## config.mk

```make
export PLATFORM = sky130hd
export DESIGN_NAME = ast_alert
export DESIGN_NICKNAME = d
export VERILOG_FILES = /design/src/source/ast_pkg.sv /design/src/source/ast_alert.sv
export VERILOG_INCLUDE_DIRS = /design/src /design/src/include
export SDC_FILE = /design/constraint.sdc
export NUM_CORES = 1
export LEC_CHECK = 0
export CAP_MARGIN = 20
export CORE_AREA = 2 2 39 41
export DETAILED_ROUTE_END_ITERATION = 6
export DIE_AREA = 0 0 41 43
export DONT_BUFFER_PORTS = 1
export RECOVER_POWER = 50
export SYNTH_ARGS = -nofsm -noshare
export SYNTH_HDL_FRONTEND = slang
export SYNTH_SLANG_ARGS = --single-unit
```

## constraint.sdc

```tcl
create_clock -name clk_i -period 1 [get_ports clk_i]
set_input_delay 0.2 -clock clk_i [delete_from_list [all_inputs] [get_ports clk_i]]
set_output_delay 0.2 -clock clk_i [all_outputs]
set_load 0.02 [all_outputs]
```

## src/include/ast_settings.svh

```systemverilog
/*
 * analog sensor top settings
 * delays, widths, entropy credit count and lfsr seed
 */
`ifndef AST_SETTINGS_SVH
`define AST_SETTINGS_SVH

// cycles from reset release to vcc_pok, and from main_pd_ni high to main_pok
`define AST_POK_DLY 8

// clock enable hold time before its valid flag rises
`define AST_CLK_VAL_DLY 4

// converter timing and width
`define AST_ADC_CONV_CYC 10
`define AST_ADC_WIDTH 10

// entropy credits after reset, also the credit ceiling
`define AST_RNG_CREDITS 4
`define AST_RNG_SEED 32'h0000_0001

// differential alert pairs
`define AST_NUM_ALERTS 7

`endif

```

## src/source/ast_pkg.sv

```systemverilog
/*
 * analog sensor top package
 * bus word, register map, entropy, converter and alert types
 */
`default_nettype none

`include "ast_settings.svh"

package ast_pkg;

  ////////////////////////////////////////////////
  // register bus
  ////////////////////////////////////////////////

  typedef logic [15:0] ast_word_t;
  typedef logic [1:0]  ast_addr_t;

  // register map
  typedef enum ast_addr_t {
    REG_STATUS = 2'd0,
    REG_ADC    = 2'd1,
    REG_ALERT  = 2'd2,
    REG_ID     = 2'd3
  } ast_reg_e;

  ////////////////////////////////////////////////
  // datapaths
  ////////////////////////////////////////////////

  // one entropy nibble per emission
  typedef logic [3:0] ast_rng_t;

  typedef logic [`AST_ADC_WIDTH-1:0] ast_adc_data_t;

  // one bit per alert pair, bit index from ast_alert_e
  typedef logic [`AST_NUM_ALERTS-1:0] ast_alert_vec_t;

  typedef enum logic [2:0] {
    AS    = 3'd0,
    CG    = 3'd1,
    GD    = 3'd2,
    TS_HI = 3'd3,
    TS_LO = 3'd4,
    LS    = 3'd5,
    OT    = 3'd6
  } ast_alert_e;

endpackage

`default_nettype wire

```

## src/source/ast_alert.sv

```systemverilog
/*
 * differential alert senders
 * one pending bit per alert, held until acknowledged
 */
`timescale 1ns/1ps
`default_nettype none

`include "ast_settings.svh"

module ast_alert import ast_pkg::*; (
  input  wire logic           clk_i,
  input  wire logic           rst_n_i,
  input  wire ast_alert_vec_t alert_event_i,
  input  wire ast_alert_vec_t alert_ack_i,
  output ast_alert_vec_t      alert_p_o,
  output ast_alert_vec_t      alert_n_o,
  output ast_alert_vec_t      alert_pending_o
);

  ast_alert_vec_t pending_q;
  ast_alert_vec_t pending_d;
  ast_alert_vec_t p_q;
  ast_alert_vec_t n_q;

  ////////////////////////////////////////////////
  // pending state
  ////////////////////////////////////////////////

  // event wins over a same-cycle ack
  assign pending_d = alert_event_i | (pending_q & ~alert_ack_i);

  always_ff @(posedge clk_i) begin
    if (!rst_n_i) begin
      pending_q <= '0;
    end else begin
      pending_q <= pending_d;
    end
  end

  ////////////////////////////////////////////////
  // differential pairs
  ////////////////////////////////////////////////

  // separate flops per rail
  // idle pair is p=0 n=1
  always_ff @(posedge clk_i) begin
    if (!rst_n_i) begin
      p_q <= '0;
      n_q <= '1;
    end else begin
      p_q <= pending_d;
      n_q <= ~pending_d;
    end
  end

  assign alert_p_o       = p_q;
  assign alert_n_o       = n_q;
  assign alert_pending_o = pending_q;

  // both rails of every pair always complementary
  a_pair_differs: assert property (@(posedge clk_i) disable iff (!rst_n_i)
    (alert_p_o ^ alert_n_o) == '1);

endmodule

`default_nettype wire

```

Word-level counts from Yosys, hierarchy flattened. Cells that the tools add are included.

Bitwise operators: 4.

Operators with widths (count): inverter 7 bit (2); AND 7 bit (1); OR 7 bit (1).

Output and inout bits: 21. Input port bits: 16. Logic and storage cells: 6. Flip-flop bits (word level): 14.

Logic depth before layout (Yosys ltp). Gate-level depths: netlist of run 1.

Depth in word-level cells: 4. Depth in mapped cells: 2. Mapped depth without buffers: 2.

Worst setup path after synthesis of run 1. Ideal clock, no wire load.

Kind: flip-flop to output port. From: register, netlist name alert_p_o[0]. To: output port alert_pending_o[0]. Cell stages (with the launch flop): 2. Required time: 0.800 ns. Slack: 0.191 ns. Buffers on the path: 1. Arrival: 0.609 ns. Cell sequence: dfxtp_1 > buf_4.

RTL lines: end: declaration (RTL line ast_alert.sv:17) `output ast_alert_vec_t alert_pending_o`.

Worst setup path in the final report of run 1.
From: register p_q[6], in the netlist alert_p_o[6]. To: output port alert_p_o[6].

RTL lines: start: declaration (RTL line ast_alert.sv:22) `ast_alert_vec_t p_q;`; start signal: assignment (RTL line ast_alert.sv:51) `p_q <= pending_d;`; end: declaration (RTL line ast_alert.sv:15) `output ast_alert_vec_t alert_p_o,`.

No word-level cell between the ends.

==> metrics.cfg, run 1 <==
[outcome]
run_status = finished clean

[drt]
drc_errors = 0
routed-via-count = 309
viasPerCell = 4.90
route.final.wire_length_um = 781
drt_iter0_markers = 1
antenna_left = 0
drt_first_pass_iters = 3
wl_per_cell_um = 12.4

[floorplanning]
dieArea_mm2 = 0.00176
boundaryPins = 37
std_cell_rows = 14
die_y_um = 43
start_util_pct = 34.4
core_area_mm2 = 0.00138
die_w_um = 41

[timing]
hold_viol = 0
hold_slack_final_ns = 0.00907
final_period_minus_worst_setup_slack_ns = 0.964
fin_crit_sh_pct = 96.4
finalSetupViolCount = 0
finalMaxSlewViolations = 0
relSlewSlack_pct = 86.2
worst_skew_ns = 0.000752
fin_tns_setup_ns = 0
rsz0062_at_grt = false
worst_slew_pin_slew_ns = 0.207
clock.fmax_mhz = 1040

[power_and_ir_drop]
clockPowerShare_pct = 33.9
p_per_area_mw_per_mm2 = 2060
switching_share_pct = 24.3
p_leak_nw = 0.225
sequentialPowerShare_pct = 54.9
vdd_ir_drop_max_uv = 554
power.switching_uw = 282
p_comb_share_pct = 11.2
cellInternalPower_uw = 877

[logic_synthesis]
yosys_reg_bits = 14
syn_inst_count = 43
ys.warnings.count = 0
avgSynthCellArea_um2 = 11.1
synth_fp_nets = 59
seq_area_frac_synth_pct = 58.9
synth_cell_type_count = 7
synth_area_um2 = 475

[clock_tree]
clock-root-buffer = clkbuf_4
cts_h_tree_lvls = 1
cts_tree = built
clkLatencyLatePin_ns = 0.27
cts_setup_buffers = 0
cts.sink_count = 14
cts.clk_slew.worst_paths_ns = 0.08
tritoncts.num_buffers = 3
cts-root-to-sink-buffers = 2

[critical_path]
timing.critical_path.slowest_stage_cell = dfxtp_1
worstSetupStartpointType = flip-flop
path_cells = buf_6
cp.arrival_ns = 0.76
critPathTopFamily = flip-flops
worst-setup-path-type = reg -> out
worst_setup_path_end_kind = output pin
timing.critical_path.buf_inv = 1
cpPeakStageDelay_ns = 0.35
wp_data_required_ns = 0.80
critPathMaxFanout = 2

[hold_path]
hold_class = in -> reg

[final_layout]
final_layout_size_suffix_gt1_share_pct = 34.0
antenna_cells_inserted = 0
areaGrowthSynthToFinish_pct = 18.4
most_common_cell_after_layout_fill_and_taps_aside = dfxtp_1
final_cell_mix = 9 x dfxtp_1, 7 x nor2b_1, 7 x o21ai_0, 7 x o21a_1, 7 x buf_6
nets_final = 64

[global_route]
grt-ovfl-total = 0
antenna_found_initial = 0
vias_in_the_first_global_route = 267
grt_first_pass_wirelength_um = 1060
global_route.usage.total_pct = 9.78
grt-busiest-layer = met2
grt_start_max_net_pins = 11
grt.met2_usage_pct = 16.9
met3_track_usage_gr_pct = 2.62
grtUsageMet1_pct = 6.51

[place]
post-dp-hpwl_um = 539
portBuffers = 0
routabilityCongestion = 0.621

[flow_run]
max-cap-violations = 0

-- metrics by stage --
step / power [mW] / instance area, um2 / util, % / instances / worst slack [ns]
2_1_floorplan: 0.757 / 475 / - / 43 / 0.191
3_3_place_gp: 0.758 / 484 / 35.0 / 58 / 0.317
3_5_place_dp: 0.760 / 484 / 35.0 / 58 / 0.299
4_1_cts: 1.16 / 531 / 38.3 / 63 / 0.00295
5_1_grt: 1.21 / 563 / 40.7 / 63 / 0.00185
6_report: 1.16 / 563 / 40.7 / 63 / 0.0358
-- flip-flops by register name, indices dropped and copies added (netlist names) --
| signal | cells |
|---|---|
| alert_p_o | 7 |
| alert_n_o | 7 |
-- final timing paths --
check / from / end / slack [ns] / depth (start not counted)
setup / recovery: alert_p_o[6] / alert_p_o[6] / 0.04 / 1
hold / removal: rst_n_i / alert_n_o[0] / 0.009 / 1
setup reg to reg: alert_p_o[5] / alert_p_o[5] / 0.28 / 2
hold reg to reg: alert_p_o[3] / alert_n_o[3] / 0.60 / 2
-- cell type report --
cell class / instances / area [um2]
Sequential cell: 14 / 287
Fill cell: 139 / 821
Tap cell: 16 / 20.0
Clock buffer: 4 / 36.3
Multi-Input combinational cell: 21 / 131
Timing Repair Buffer: 8 / 88.8
-- kinds of logic after synthesis --
group                  Yosys count  share of synthesized area [%]
AO/OA/AOI/OAI                   14                           18.4
buffers and inverters            8                           13.4
flip-flops                      14                           58.9
AND/OR/NAND/NOR                  7                           9.21
-- power groups by stage --
stage | Clock, mW | Combinational [mW] | Sequential [mW]
finish | 0.392 | 0.130 | 0.636
global route | 0.428 | 0.141 | 0.642
CTS | 0.412 | 0.121 | 0.631
detailed placement | 0 | 0.115 | 0.644
global placement | 0 | 0.115 | 0.643
floorplan | 0 | 0.0878 | 0.669
-- routing by layer --
layer / vias to the layer above / share of wire [%] / wire, um
met4: 0 / 2.8 / 22
met1: 145 / 32 / 250
met3: 2 / 11 / 89
met5: - / 0 / 0
met2: 17 / 54 / 419
li1: 145 / - / -
-- timing repair --
item / in CTS / in global routing
endpoints found under the setup margin: 0 / 14
hold buffers: 1 / 0
hold endpoints to repair: 5 / 0
resized for setup: 0 / 12
-- Yosys cell counts --
cell / number / area [um2]
o21ai_0: 6 / 30.0
o21a_1: 7 / 52.6
nor2b_1: 7 / 43.8
buf_4: 7 / 52.6
dfxtp_1: 14 / 280
buf_6: 1 / 11.3
o21ai_1: 1 / 5.00
Note: power is estimated with default switching activity, not from simulation.
==> run 2: changes to the inputs <==
--- a/config.mk
+++ b/config.mk
@@ -7,9 +7,9 @@
 export NUM_CORES = 1
 export LEC_CHECK = 0
 export CAP_MARGIN = 20
-export CORE_AREA = 2 2 39 41
+export CORE_AREA = 8 8 45 47
 export DETAILED_ROUTE_END_ITERATION = 6
-export DIE_AREA = 0 0 41 43
+export DIE_AREA = 0 0 53 55
 export DONT_BUFFER_PORTS = 1
 export RECOVER_POWER = 50
 export SYNTH_ARGS = -nofsm -noshare
==> run 2 against run 1 <==
Net effect:
- non-clock buffer count increased by 1
- sequential cell count unchanged
- worst setup slack improved by 0.0099 ns
- critical path type unchanged
- largest cell class unchanged
- highest routed layer unchanged
==> metrics.cfg, run 2 (same netlist as run 1, synthesis figures left out) <==
[timing]
final_period_minus_worst_setup_slack_ns = 0.954
hold_slack_final_ns = 0.0195
finalMaxSlewViolations = 0
finalSetupViolCount = 0
worst_skew_ns = 0.000907
worst_slew_pin_slew_ns = 0.221
hold_viol = 0
rsz0062_at_grt = true
relSlewSlack_pct = 85.3
layout_setup_ws_ns = 0.0457
fin_crit_sh_pct = 95.4
clock.fmax_mhz = 1050

[floorplanning]
die_y_um = 55
die_w_um = 53
start_util_pct = 34.4
core_area_mm2 = 0.00138
std_cell_rows = 14
dieArea_mm2 = 0.00292
boundaryPins = 37

[power_and_ir_drop]
p_per_area_mw_per_mm2 = 2030
sequentialPowerShare_pct = 54.6
p_leak_nw = 0.230
clockPowerShare_pct = 33.7
power.switching_uw = 288
vdd_ir_drop_max_uv = 683
p_comb_share_pct = 11.7
switching_share_pct = 24.6
cellInternalPower_uw = 881

[final_layout]
nets_final = 65
final_cell_mix = 7 x nor2b_1, 7 x o21a_1, 7 x dfxtp_1, 7 x dfxtp_2, 7 x buf_6
antenna_cells_inserted = 0
areaGrowthSynthToFinish_pct = 21.1
final_layout_size_suffix_gt1_share_pct = 37.5

[global_route]
global_route.usage.total_pct = 7.36
grt-ovfl-total = 0
grt_start_max_net_pins = 10
grt_first_pass_wirelength_um = 1480
vias_in_the_first_global_route = 332
antenna_found_initial = 0

[drt]
viasPerCell = 4.84
drt_iter0_markers = 2
drt_first_pass_iters = 2
antenna_left = 0
routed-via-count = 310
route.final.wire_length_um = 991
wl_per_cell_um = 15.5
drc_errors = 0

[critical_path]
wp_data_required_ns = 0.80
critPathMaxFanout = 2
worstSetupStartpointType = flip-flop
timing.critical_path.buf_inv = 1
critPathTopFamily = flip-flops
cpPeakStageDelay_ns = 0.34
timing.critical_path.slowest_stage_cell = dfxtp_2
cp.arrival_ns = 0.75
path_cells = buf_6
worst-setup-path-type = reg -> out
worst_setup_path_end_kind = output pin

[clock_tree]
clkLatencyLatePin_ns = 0.27
cts_tree = built
clock-root-buffer = clkbuf_4
cts.sink_count = 14
tritoncts.num_buffers = 3
cts_setup_buffers = 0
cts.clk_slew.worst_paths_ns = 0.08
cts_h_tree_lvls = 1
cts-root-to-sink-buffers = 2

[outcome]
run_status = finished clean

[place]
portBuffers = 0
routabilityCongestion = 0.632
pre_cts_ws_ns = 0.305

[flow_run]
max-cap-violations = 0

[hold_path]
hold_class = in -> reg

-- run 2: changes by cell type in the layout (fill, tap and decap cells not counted), sizes merged --
cell,delta
dlygate4sd3,+1
-- run 2: worst paths after layout --
path	to	cells after the start	slack, ns	from
worst min-delay path	alert_n_o[6]	1	0.02	alert_event_i[6]
worst max-delay path	alert_p_o[2]	1	0.05	alert_p_o[2]
worst min register to register	alert_n_o[6]	2	0.59	alert_p_o[6]
worst max register to register	alert_p_o[2]	2	0.27	alert_p_o[2]
-- run 2: per-layer routing --
metal	share of wire, %	routed length [um]	track usage, %	vias to the layer above
li1	-	-	-	148
met1	29	288	5.40	136
met2	48	475	11.9	24
met3	21	207	5.35	2
met4	2.0	20	7.76	0
met5	0	0	0	-
-- run 2: final cells by class --
class / count / area [um2]
Timing Repair Buffer: 9 / 98.8
Multi-Input combinational cell: 21 / 131
Fill cell: 131 / 808
Tap cell: 16 / 20.0
Clock buffer: 4 / 36.3
Sequential cell: 14 / 289
-- run 2: metrics by stage --
stage	TNS, ns	std cells	instance area [um2]	util [%]	power, mW
final	0	64	576	41.6	1.17
after global routing	-0.00855	64	576	41.6	1.23
after CTS	0	63	538	38.9	1.17
after detailed placement	0	58	484	35.0	0.763
after global placement	0	58	484	35.0	0.762
after floorplan	0	43	475	-	0.757
-- run 2: what timing repair did --
| action | CTS | global route |
|---|---|---|
| endpoints found under the hold margin | 6 | 1 |
| endpoints found under the setup margin | 4 | 14 |
| hold buffers | 1 | 1 |
| gates resized for setup | 2 | 12 |
| pin swaps | 0 | 0 |
-- run 2: power by group through the flow --
| stage | clock network (mW) | logic [mW] | registers (mW) |
|---|---|---|---|
| detailed placement | 0 | 0.118 | 0.645 |
| CTS | 0.411 | 0.128 | 0.633 |
| global route | 0.442 | 0.146 | 0.644 |
| finish | 0.394 | 0.137 | 0.638 |
| floorplan | 0 | 0.0878 | 0.669 |
| global placement | 0 | 0.117 | 0.645 |
