## config.mk

```make
export PLATFORM = sky130hd
export DESIGN_NAME = ast_rng
export DESIGN_NICKNAME = d
export VERILOG_FILES = /design/src/source/ast_pkg.sv /design/src/source/ast_rng.sv
export VERILOG_INCLUDE_DIRS = /design/src /design/src/include
export SDC_FILE = /design/constraint.sdc
export NUM_CORES = 1
export LEC_CHECK = 0
export BUFFER_PORTS_ARGS = -buffer_cell sky130_fd_sc_hd__buf_2
export CORE_UTILIZATION = 55
export CTS_BUF_LIST = sky130_fd_sc_hd__clkbuf_16
export DETAILED_ROUTE_END_ITERATION = 10
export PLACE_DENSITY_LB_ADDON = 0.2
export SETUP_SLACK_MARGIN = 0.05
export SLEW_MARGIN = 0
export SYNTH_ARGS = -nofsm -noshare
export SYNTH_HDL_FRONTEND = slang
export SYNTH_SLANG_ARGS = --single-unit
```

## constraint.sdc

```tcl
create_clock -name clk_i -period 2.9 [get_ports clk_i]
set_clock_uncertainty 0.15 [all_clocks]
set_input_delay 0.58 -clock clk_i [delete_from_list [all_inputs] [get_ports clk_i]]
set_output_delay 0.58 -clock clk_i [all_outputs]
set_load 0.02 [all_outputs]
```

## src/include/ast_settings.svh

```systemverilog
/*
 * analog sensor top settings
 * delays, widths, entropy credit count and lfsr seed
 */
`ifndef AST_SETTINGS_SVH
`define AST_SETTINGS_SVH

// cycles from reset release to vcc_pok, and from main_pd_ni high to main_pok
`define AST_POK_DLY 8

// clock enable hold time before its valid flag rises
`define AST_CLK_VAL_DLY 4

// converter timing and width
`define AST_ADC_CONV_CYC 10
`define AST_ADC_WIDTH 10

// entropy credits after reset, also the credit ceiling
`define AST_RNG_CREDITS 4
`define AST_RNG_SEED 32'h0000_0001

// differential alert pairs
`define AST_NUM_ALERTS 7

`endif

```

## src/source/ast_pkg.sv

```systemverilog
/*
 * analog sensor top package
 * bus word, register map, entropy, converter and alert types
 */
`default_nettype none

`include "ast_settings.svh"

package ast_pkg;

  ////////////////////////////////////////////////
  // register bus
  ////////////////////////////////////////////////

  typedef logic [15:0] ast_word_t;
  typedef logic [1:0]  ast_addr_t;

  // register map
  typedef enum ast_addr_t {
    REG_STATUS = 2'd0,
    REG_ADC    = 2'd1,
    REG_ALERT  = 2'd2,
    REG_ID     = 2'd3
  } ast_reg_e;

  ////////////////////////////////////////////////
  // datapaths
  ////////////////////////////////////////////////

  // one entropy nibble per emission
  typedef logic [3:0] ast_rng_t;

  typedef logic [`AST_ADC_WIDTH-1:0] ast_adc_data_t;

  // one bit per alert pair, bit index from ast_alert_e
  typedef logic [`AST_NUM_ALERTS-1:0] ast_alert_vec_t;

  typedef enum logic [2:0] {
    AS    = 3'd0,
    CG    = 3'd1,
    GD    = 3'd2,
    TS_HI = 3'd3,
    TS_LO = 3'd4,
    LS    = 3'd5,
    OT    = 3'd6
  } ast_alert_e;

endpackage

`default_nettype wire

```

## src/source/ast_rng.sv

```systemverilog
/*
 * entropy generator
 * galois lfsr nibbles paced by credit-based flow control
 */
`timescale 1ns/1ps
`default_nettype none

`include "ast_settings.svh"

module ast_rng import ast_pkg::*; (
  input  wire logic clk_i,
  input  wire logic rst_n_i,
  input  wire logic rng_go_i,
  input  wire logic rng_credit_i,
  output logic      rng_valid_o,
  output ast_rng_t  rng_b_o
);

  localparam int          CRED_W    = $clog2(`AST_RNG_CREDITS + 1);
  localparam logic [31:0] LFSR_MASK = 32'h80200003;

  logic [CRED_W-1:0] cred_q;
  logic [31:0]       lfsr_q;
  logic [31:0]       lfsr_next;
  logic              emit;
  logic              valid_q;
  ast_rng_t          rng_b_q;

  // right shift, fold mask back in when the bit leaving was set
  assign lfsr_next = {1'b0, lfsr_q[31:1]} ^ (lfsr_q[0] ? LFSR_MASK : 32'h0);

  // stall at zero credits, nothing dropped
  assign emit = rng_go_i && (cred_q != '0);

  ////////////////////////////////////////////////
  // credits and lfsr state
  ////////////////////////////////////////////////

  always_ff @(posedge clk_i) begin
    if (!rst_n_i) begin
      cred_q  <= CRED_W'(`AST_RNG_CREDITS);
      lfsr_q  <= `AST_RNG_SEED;
      valid_q <= 1'b0;
    end else begin
      valid_q <= emit;
      // step only on emission, sequence does not depend on pacing
      if (emit) begin
        lfsr_q <= lfsr_next;
      end
      cred_q <= cred_q - CRED_W'(emit) + CRED_W'(rng_credit_i);
    end
  end

  // low nibble of the new state
  always_ff @(posedge clk_i) begin
    if (emit) begin
      rng_b_q <= lfsr_next[3:0];
    end
  end

  assign rng_valid_o = valid_q;
  assign rng_b_o     = rng_b_q;

  // consumer never returns more credits than it was given
  a_credit_max: assert property (@(posedge clk_i) disable iff (!rst_n_i)
    cred_q <= CRED_W'(`AST_RNG_CREDITS));

endmodule

`default_nettype wire

```

# Yosys cells after proc, flatten, opt, wreduce, memory -nomap -nowiden
# Cells that the tools add are included.
# word_totals
elab_cells,10
output_inout_bits,5
reg_bits,40
in_bits,4
# classes
addsub,2
n_bitwise,1
reduce_logical,2
n_mux,1
# ops
op,count
32-bit 2-to-1 mux,1
31-bit by 32-bit bitwise XOR with 32-bit output,1
3-bit by 1-bit adder with 3-bit output,1
3-bit nonzero test,1
3-bit by 1-bit subtractor with 3-bit output,1
1-bit logical AND,1

# Longest topological paths before layout
# Gate-level depths: netlist of the first run.
# logic_depth
depth_word,4
ltp_mapped,11
depth_no_buf,10

# Worst setup path after synthesis of the first run
# No wires, ideal clock.
# synth_timing
kind,input port to flip-flop
from,input rng_go_i
to,register cred_q[2]
required_ns,2.622
t_arrival_ns,2.135
stages,11
setup_slack_ns,0.487
setup_time_ns,0.128
n_path_buf,1
cell_sequence,o31ai_4 inv_2 buf_2 ha_1 inv_1 ha_1 inv_1 fa_1 xor2_1 xnor2_1 nand2_1
# synth_between
elab_chain_len,3
# synth_rtl
item,line,source
"start, declared",ast_rng.sv:13,"input wire logic rng_go_i,"
1-bit logical AND,ast_rng.sv:33,assign emit = rng_go_i && (cred_q != '0);
net emit,ast_rng.sv:25,logic emit;
3-bit by 1-bit subtractor with 3-bit output,ast_rng.sv:50,cred_q <= cred_q - CRED_W'(emit) + CRED_W'(rng_credit_i);
3-bit by 1-bit adder with 3-bit output,ast_rng.sv:50,
"end signal, assigned",ast_rng.sv:41,cred_q <= CRED_W'(`AST_RNG_CREDITS);
"end signal, assigned",ast_rng.sv:50,
"end, declared",ast_rng.sv:22,logic [CRED_W-1:0] cred_q;
# The timed path passes the listed nets, and every way through them passes these cells.
# A chain may end at the register's enable or synchronous reset.

# Final worst setup path of the first run
# layout_timing
from,register cred_q[1]
to,register cred_q[2]
# layout_between
elab_chain_len,4
# layout_rtl
item,line
3-bit nonzero test,ast_rng.sv:33
1-bit logical AND,ast_rng.sv:33
3-bit by 1-bit subtractor with 3-bit output *,ast_rng.sv:50
3-bit by 1-bit adder with 3-bit output *,ast_rng.sv:50
# Mark *: on every way between the ends. The rest lies on a longest branch, timed or not.

==> metrics.txt, run 1 <==
first-pass GRT wire length=3710 um; Root Driver=clkbuf_16; Critical Path, Cell by Cell=o31ai_4 -> inv_2 -> ha_1 -> inv_1 -> ha_1 -> inv_1 -> fa_1 -> xor2_1 -> xnor2_1 -> nand2_1; share of cells above drive strength 1=12.8%; Vias/cell=5.28; Leakage=0.609 nW; status=finished, final reports clean; synthesis warning total=0; placed insts=178; # fillers=212; vias in the first global route=879; critical path required time=2880 ps; Buffers & Inverters on Critical Path=3; drt drc=0; placeable core area=2480 um^2; Fmax achieved=0.439 GHz; clock slew at reported path FFs=60 ps; CTS Hold Bufs=0; top-level I/O count=9; Resize count post-CTS=0; critical path capture point type=register; Finished Layout Cells=186; die area=2810 um^2; Inserted Diodes=0; VDD IR-drop max=0.000620 V; register area share after synthesis=58.7%; final instance area=1630 um^2; area grow syn2layout=14.1%; Storage cell area=841 um^2; final core occ=66.0%; CP max FO=3; Initial Utilization=57.8%; DR WL/cell=12.1 um; syn nets=158; H-tree levels=2; Final min period=2280 ps; Final setup viols=0; port bufs=8; Mapped Area=1430 um^2; slowest CP cell=fa_1; family with the most delay on the worst path=adder cells; Sink Count=40; initial antenna violation count=0; Final Max Tran Viols=0; Total GRT Usage=18.7%; max incr delay on CP=380 ps; CTS tree=done; global placer's final weighted congestion=0.632; DP HPWL=1330 um; final hold viol count=0; TritonRoute pass-1 iters=4; final net count=162; clock buffer count from CTS=5; simple-gate area share of the yosys netlist=17.4%; mux share of post-synthesis cell area=0%; main combinational cell family by area after synthesis=simple AND/OR/NAND/NOR gates; clk buf depth=2; Setup crit start kind=register; Mapped Cells=151; kind of critical path=reg2reg; Tcrit/Tclk final=78.6%; max-capacitance violation count=0; Cell Rows=18; GRT overflow=0; DIE WIDTH=53.0 um; height of the die=53.0 um; worst path arrival time=2260 ps; Initial DRC Count=31; distinct cell type count after synthesis=20; compound-cell area share of the yosys netlist=12.7%; Hold WC Path Type=reg2reg; Synth Register Bits=40; xor/xnor cell area share of the yosys netlist=3.06%; Tightest Pin Transition=798 ps; Routed Antenna Nets=0; Post-CTS Setup Bufs=0; Power Dens Cells=902 nW/um^2; Vias=983; Area after DPL=1470 um^2; Avg Inst Size Synth=9.49 um^2; final hold slack=298 ps; adder-cell share of the synthesized area=3.14%; area of the multi-input gates=519 um^2; Sum Neg Setup Slack=0 ps; DRT Wirelength=2250 um; largest net degree at the start of global routing=53; unrepaired setup endpoints after global routing=false; Clock Latency Late Sink=280 ps; Max-Slew Margin vs Limit=46.8%
## sequential cells by signal, indices dropped and copies added (netlist names)
signal       count
cred_q           3
rng_valid_o      1
lfsr_q          32
rng_b_o          4
## cells by family (layout without fill, tap and decap cells)
kind of cell | Yosys count | count (layout)
and+or+nand+nor | 53 | 53
DFF | 40 | 40
AOI/OAI and AO/OA | 33 | 33
buffers and inverters | 17 | 22
xor gates and xnor gates | 5 | 5
adders and majority gates | 3 | 3
## path summary, 6_finish.rpt
path / endpoint / slack [ps] / cells after the start / from
hold reg to reg: rng_b_o[2]$_DFFE_PP_ / 300 / 0 / lfsr_q[3]$_SDFFE_PN0P_
hold / removal: rng_b_o[2]$_DFFE_PP_ / 300 / 0 / lfsr_q[3]$_SDFFE_PN0P_
setup reg to reg: cred_q[2]$_SDFF_PN1_ / 620 / 10 / cred_q[1]$_SDFF_PN0_
setup / recovery: cred_q[2]$_SDFF_PN1_ / 620 / 10 / cred_q[1]$_SDFF_PN0_
## cell usage after synthesis (all sizes together)
cell,count,area [um^2]
o21ai,31,155
fa,1,20.0
and3,1,6.26
nand2,17,63.8
xnor2,1,8.76
a21oi,1,5.00
buf,9,42.5
nor2b,1,6.26
edfxtp,4,120
xor2,4,35.0
and2,2,12.5
dfxtp,36,721
clkbuf,4,15.0
o31ai,1,21.3
ha,2,25.0
inv,4,15.0
nand3,32,160
## metal layers
metal,part of all wire (%),wire [um],GRT usage (%)
met5,0,0,0
met4,1.2,27,7.89
met3,3.1,70,6.03
met2,49,1110,32.5
met1,46,1040,20.6
## where the power goes
group | switching (mW) | internal [mW] | total [mW]
sequential | 0.0374 | 0.609 | 0.646
combinational | 0.138 | 0.0793 | 0.217
clock | 0.207 | 0.404 | 0.611
total | 0.382 | 1.09 | 1.47
## worst register-to-register path: stages, from the launching register on
cell and delay (ps):
dfxtp_1 370, o31ai_4 270, inv_2 60, ha_1 270, inv_1 70, ha_1 140, inv_1 50, fa_1 380
xor2_1 180, xnor2_1 140, nand2_1 70
## through the flow
step           total power [mW]  setup slack, ps
2_1_floorplan             0.828              487
3_3_place_gp              0.860              603
3_5_place_dp              0.876              470
4_1_cts                    1.49              613
5_1_grt                    1.55              492
6_report                   1.47              621
## final cells by class
type / count / share of cell area (%)
Clock buffer: 5 / 7.66
Inverter: 4 / 0.919
Tap cell: 30 / 2.30
Sequential cell: 40 / 51.5
Timing Repair Buffer: 10 / 3.37
Clock inverter: 3 / 2.53
Multi-Input combinational cell: 94 / 31.8
## placed cells by master (no fill, tap or decap), drive strengths merged, types with 2 or more instances in the layout
cell    netlist  layout
clkbuf        4       5
buf           9      10
and2          2       2
edfxtp        4       4
inv           4       5
xor2          4       4
nand3        32      32
ha            2       2
nand2        17      17
o21ai        31      31
dfxtp        36      36
(Power assumes the default switching activity.)
==> run 2: changes to the inputs <==
- CORE_UTILIZATION: 55 -> 52
- clock period: 2.9 -> 1.84 ns (I/O delays scaled with it)
==> run 2 against run 1 <==
  * The run now ends with setup timing left
  * Register-to-register slack worse by 850 ps
  * Core utilization is 0.76 points higher
  * Combinational power up 96%
  * Via count up 1.8%
  * Clock power up 55%
  * Worst hold slack lost 18 ps
  * Critical endpoint unchanged
==> metrics.txt, run 2 (synthesis gave the netlist of run 1 again) <==
Vias=1001 (was 983); Inserted Diodes=0 (unchanged); most frequent cells in the layout=dfxtp_1, nand3_1, nand2_1, o21ai_1, o21ai_0 (unchanged); Clock Latency Late Sink=280 ps (about the same); Final Max Tran Viols=0 (unchanged); area grow syn2layout=18.5% (was 14.1%); max FFs per register=32 (unchanged); CTS Hold Bufs=0 (unchanged); final hold slack=280 ps (was 298 ps); Leakage=0.621 nW (was 0.609 nW); first-pass GRT wire length=3460 um (was 3710 um); final hold viol count=0 (unchanged); critical path capture point type=register (unchanged); DIE WIDTH=54.5 um (was 53.0 um); Hold WC Path Type=in2reg (was reg2reg); Setup crit start kind=register (unchanged); TritonRoute pass-1 iters=4 (unchanged); global placer's final weighted congestion=0.673 (was 0.632); r2r startpoint=cred_q[2]$_SDFF_PN1_ (was cred_q[1]$_SDFF_PN0_); Total GRT Usage=17.7% (was 18.7%); Vias/cell=5.30 (was 5.28); VDD IR-drop max=0.00136 V (was 0.000620 V); share of cells above drive strength 1=17.6% (was 12.8%); die area=2970 um^2 (was 2810 um^2); unrepaired setup endpoints after global routing=true (was false); Final min period=2070 ps (was 2280 ps); Worst R2R Setup Slack=-230 ps (was 620 ps); GRT overflow=0 (unchanged); height of the die=54.5 um (was 53.0 um); DR WL/cell=11.7 um (was 12.1 um); CTS tree=done (unchanged); worst reg-to-reg path cell count=10 (unchanged); CP Launch Point=cred_q[2]$_SDFF_PN1_ (was cred_q[1]$_SDFF_PN0_); leading cell type in the layout, fill and taps excluded=dfxtp_1 (unchanged); worst r2r dst=cred_q[2]$_SDFF_PN1_ (unchanged); clock slew at reported path FFs=50 ps (was 60 ps); clk buf depth=2 (unchanged); worst path arrival time=2070 ps (was 2260 ps); kind of critical path=reg2reg (unchanged); largest net degree at the start of global routing=39 (was 53); Sink Count=40 (unchanged); Initial Utilization=56.3% (was 57.8%); critical path required time=1840 ps (was 2880 ps); port bufs=8 (unchanged); Reg with most FFs=lfsr_q (unchanged); CP max FO=2 (was 3); final net count=165 (was 162); drt drc=0 (unchanged); Routed Antenna Nets=0 (unchanged); placeable core area=2540 um^2 (was 2480 um^2); H-tree levels=2 (unchanged); Tcrit/Tclk final=113% (was 78.6%); Initial DRC Count=23 (was 31); top-level I/O count=9 (unchanged); Tightest Pin Transition=361 ps (was 798 ps); DRT Wirelength=2200 um (was 2250 um); Post-CTS Setup Bufs=0 (unchanged); # fillers=203 (was 212); initial antenna violation count=0 (unchanged); Root Driver=clkbuf_16 (unchanged); Setup crit end=cred_q[2]$_SDFF_PN1_ (unchanged); Fmax achieved=0.483 GHz (was 0.439 GHz); Max-Slew Margin vs Limit=76.0% (was 46.8%); Power Dens Cells=1410 nW/um^2 (was 902 nW/um^2); vias in the first global route=807 (was 879); status=finished, violations left (was finished, final reports clean); Final setup viols=2 (was 0); failing checks=setup timing; Cell Rows=18 (unchanged); clock buffer count from CTS=5 (unchanged); HP Start=rst_n_i (was lfsr_q[3]$_SDFFE_PN0P_); final setup margin=-230 ps (was 621 ps); DP HPWL=1350 um (was 1330 um); post-place setup slack=-253 ps (was 470 ps); max-capacitance violation count=0 (unchanged)
[run 2: cell types whose count changed in the layout (fill, tap and decap cells not counted), sizes merged]
cell	change
buf	+3
clkinv	+1
inv	-1
[run 2: final cells by class]
class	instances	area, um^2	area share (%)
tap	30	37.5	2.21
timing repair buffer	13	90.1	5.31
clock inverter	3	37.5	2.21
multi-input combinational	94	547	32.2
inverter	4	17.5	1.03
clock buffer	5	125	7.37
sequential	40	843	49.7
[run 2: repair_timing]
action | 4_1_cts | 5_1_grt
resized for setup | 1 | 1
cloned | 0 | 0
endpoints found under the hold margin | 0 | 0
endpoints found under the setup margin | 2 | 2
pin swaps | 4 | 3
[run 2: report_power, final]
part	internal, mW	total [mW]	switching [mW]	leakage (nW)
clock network	0.629	0.949	0.319	0.0789
logic	0.178	0.426	0.248	0.213
registers	0.964	1.02	0.0507	0.329
total	1.77	2.39	0.618	0.621
[run 2: worst max-delay path: stages, from the launching register on]
cell and delay (ps):
dfxtp_2 330, o31ai_4 260, inv_2 80, ha_4 220
inv_4 50, ha_4 120, inv_2 30, fa_2 320
xor2_1 150, xnor2_1 160, nand2_1 70
[run 2: through the flow]
step	TNS, ps	instances	power [mW]	utilization [%]	cell area, um^2
detailed placement	-329	181	1.45	60.2	1530
global route	-493	189	2.51	66.7	1700
global placement	-231	181	1.42	60.2	1530
CTS	-350	189	2.40	66.6	1700
finish	-300	189	2.39	66.7	1700
floorplan	-655	151	1.35	-	1470
[run 2: worst min path at each step]
stage | end | cells past startpoint
6_report | cred_q[2]$_SDFF_PN1_ | 2
2_1_floorplan | rng_b_o[2]$_DFFE_PP_ | 0
3_5_place_dp | rng_b_o[2]$_DFFE_PP_ | 0
5_1_grt | cred_q[0]$_SDFF_PN0_ | 3
3_3_place_gp | rng_b_o[2]$_DFFE_PP_ | 0
4_1_cts | cred_q[2]$_SDFF_PN1_ | 2
[run 2: routing by layer]
metal | GRT usage [%] | vias to the layer above | part of all wire [%]
met5 | 0 | - | 0
li1 | - | 526 | -
met4 | 12.8 | 0 | 3.2
met1 | 20.6 | 447 | 47
met2 | 25.2 | 20 | 44
met3 | 8.33 | 8 | 5.8
==> run 3: changes to the inputs <==
- CORE_UTILIZATION: 52 -> 45
==> run 3 against run 2 <==
  * The flow still finishes with violations (setup timing)
  * Die area grew 15%
  * Clock power shrank 16%
  * Routed wire length is 3.0% higher
  * Maximum frequency shrank 1.9%
  * Sequential cell count is the same
  * Largest power group unchanged
  * Global-route usage is 2.2 points lower
  * Worst hold slack better by 1.8 ps
  * Highest routed layer unchanged
  * Via count is 4.0% higher
==> metrics.txt, run 3 (synthesis gave the netlist of run 1 again) <==
most frequent cells in the layout=dfxtp_1, nand3_1, nand2_1, o21ai_1, o21ai_0 (unchanged); global placer's final weighted congestion=0.689 (was 0.673); CP max FO=2 (unchanged); DRT Wirelength=2270 um (was 2200 um); clock buffer count from CTS=5 (unchanged); Cell Rows=20 (was 18); max FFs per register=32 (unchanged); Inserted Diodes=0 (unchanged); Root Driver=clkbuf_16 (unchanged); max-capacitance violation count=0 (unchanged); area of the multi-input gates=554 um^2 (was 547 um^2); final core occ=57.0% (was 66.7%); area grow syn2layout=20.5% (was 18.5%); Sink Count=40 (unchanged); Final Max Tran Viols=0 (unchanged); Max-Slew Margin vs Limit=77.1% (was 76.0%); Reg with most FFs=lfsr_q (unchanged); failing checks=setup timing (unchanged); height of the die=58.4 um (was 54.5 um); kind of critical path=reg2reg (unchanged); final setup margin=-270 ps (was -230 ps); Final setup viols=2 (unchanged); first-pass GRT wire length=3910 um (was 3460 um); clock slew at reported path FFs=50 ps (about the same); r2r startpoint=cred_q[2]$_SDFF_PN1_ (unchanged); clk buf depth=2 (unchanged); final hold slack=282 ps (was 280 ps); Final min period=2110 ps (was 2070 ps); H-tree levels=2 (unchanged); CTS Hold Bufs=0 (unchanged); Initial Utilization=47.3% (was 56.3%); initial antenna violation count=0 (unchanged); Vias=1041 (was 1001); Total GRT Usage=15.5% (was 17.7%); placed insts=195 (was 181); Routed Antenna Nets=0 (unchanged); Storage cell area=843 um^2 (unchanged); CP Launch Point=cred_q[2]$_SDFF_PN1_ (unchanged); Initial DRC Count=26 (was 23); Vias/cell=5.05 (was 5.30); critical path required time=1830 ps (was 1840 ps); # fillers=280 (was 203); DIE WIDTH=58.4 um (was 54.5 um); leading cell type in the layout, fill and taps excluded=dfxtp_1 (unchanged); top-level I/O count=9 (unchanged); die area=3410 um^2 (was 2970 um^2); CTS tree=done (unchanged); TritonRoute pass-1 iters=6 (was 4); Leakage=0.627 nW (was 0.621 nW); Tightest Pin Transition=343 ps (was 361 ps); Clock Latency Late Sink=280 ps (about the same); unrepaired setup endpoints after global routing=true (unchanged); final hold viol count=0 (unchanged); VDD IR-drop max=0.000800 V (was 0.00136 V); DP HPWL=1430 um (was 1350 um); largest net degree at the start of global routing=39 (unchanged); Sum Neg Setup Slack=-337 ps (was -300 ps); status=finished, violations left (unchanged); Finished Layout Cells=206 (was 189); Fmax achieved=0.474 GHz (was 0.483 GHz); Hold WC Path Type=reg2reg (was in2reg); Tcrit/Tclk final=115% (was 113%); share of cells above drive strength 1=19.8% (was 17.6%); DR WL/cell=11.0 um (was 11.7 um); HP Start=lfsr_q[3]$_SDFFE_PN0P_ (was rst_n_i); Power Dens Cells=1330 nW/um^2 (was 1410 nW/um^2); placeable core area=3030 um^2 (was 2540 um^2); vias in the first global route=916 (was 807); worst path arrival time=2100 ps (was 2070 ps); final net count=168 (was 165); drt drc=0 (unchanged); GRT overflow=0 (unchanged); Setup crit start kind=register (unchanged); port bufs=8 (unchanged); critical path capture point type=register (unchanged)
## run 3: cell type report
class,instances,area share (%)
multi-input combinational,94,32.1
clock inverter,3,0.870
sequential,40,48.8
inverter,4,1.01
tap,44,3.19
timing repair buffer,16,6.74
clock buffer,5,7.25
## run 3: final timing paths
kind,to,slack (ps),cells after the start
hold reg to reg,rng_b_o[2]$_DFFE_PP_,280,0
hold / removal,rng_b_o[2]$_DFFE_PP_,280,0
setup reg to reg,cred_q[2]$_SDFF_PN1_,-270,10
setup / recovery,cred_q[2]$_SDFF_PN1_,-270,10
## run 3: per-stage QoR
| step | setup slack (ps) | power, mW | instance area, um^2 |
|---|---|---|---|
| 5_1_grt | -349 | 2.42 | 1730 |
| 3_5_place_dp | -279 | 1.46 | 1550 |
| 2_1_floorplan | -410 | 1.35 | 1470 |
| 6_report | -270 | 2.29 | 1730 |
| 4_1_cts | -271 | 2.29 | 1710 |
| 3_3_place_gp | -196 | 1.42 | 1550 |
## run 3: power breakdown
part | internal [mW] | switching (mW)
combinational | 0.212 | 0.268
clock | 0.491 | 0.310
sequential | 0.964 | 0.0489
total | 1.67 | 0.627
## run 3: metal layers
layer  track usage, %  vias to the layer above  share of wire (%)
met2             25.1                       18                 48
met1             18.2                      477                 46
met3             4.62                        8                3.9
met4             9.18                        0                2.3
met5                0                        -                  0
li1                 -                      538                  -
## run 3: what timing repair did
action,in CTS,in global routing
buffers inserted,2,1
pin swaps,2,3
resized for setup,2,2
endpoints found under the setup margin,2,2
## run 3: critical path, stage by stage (launching register included)
cell,delay [ps]
dfxtp_2,330
o31ai_4,270
inv_2,80
ha_4,220
inv_4,50
ha_4,120
inv_2,30
fa_2,340
xor2_2,160
xnor2_1,150
nand2_1,80
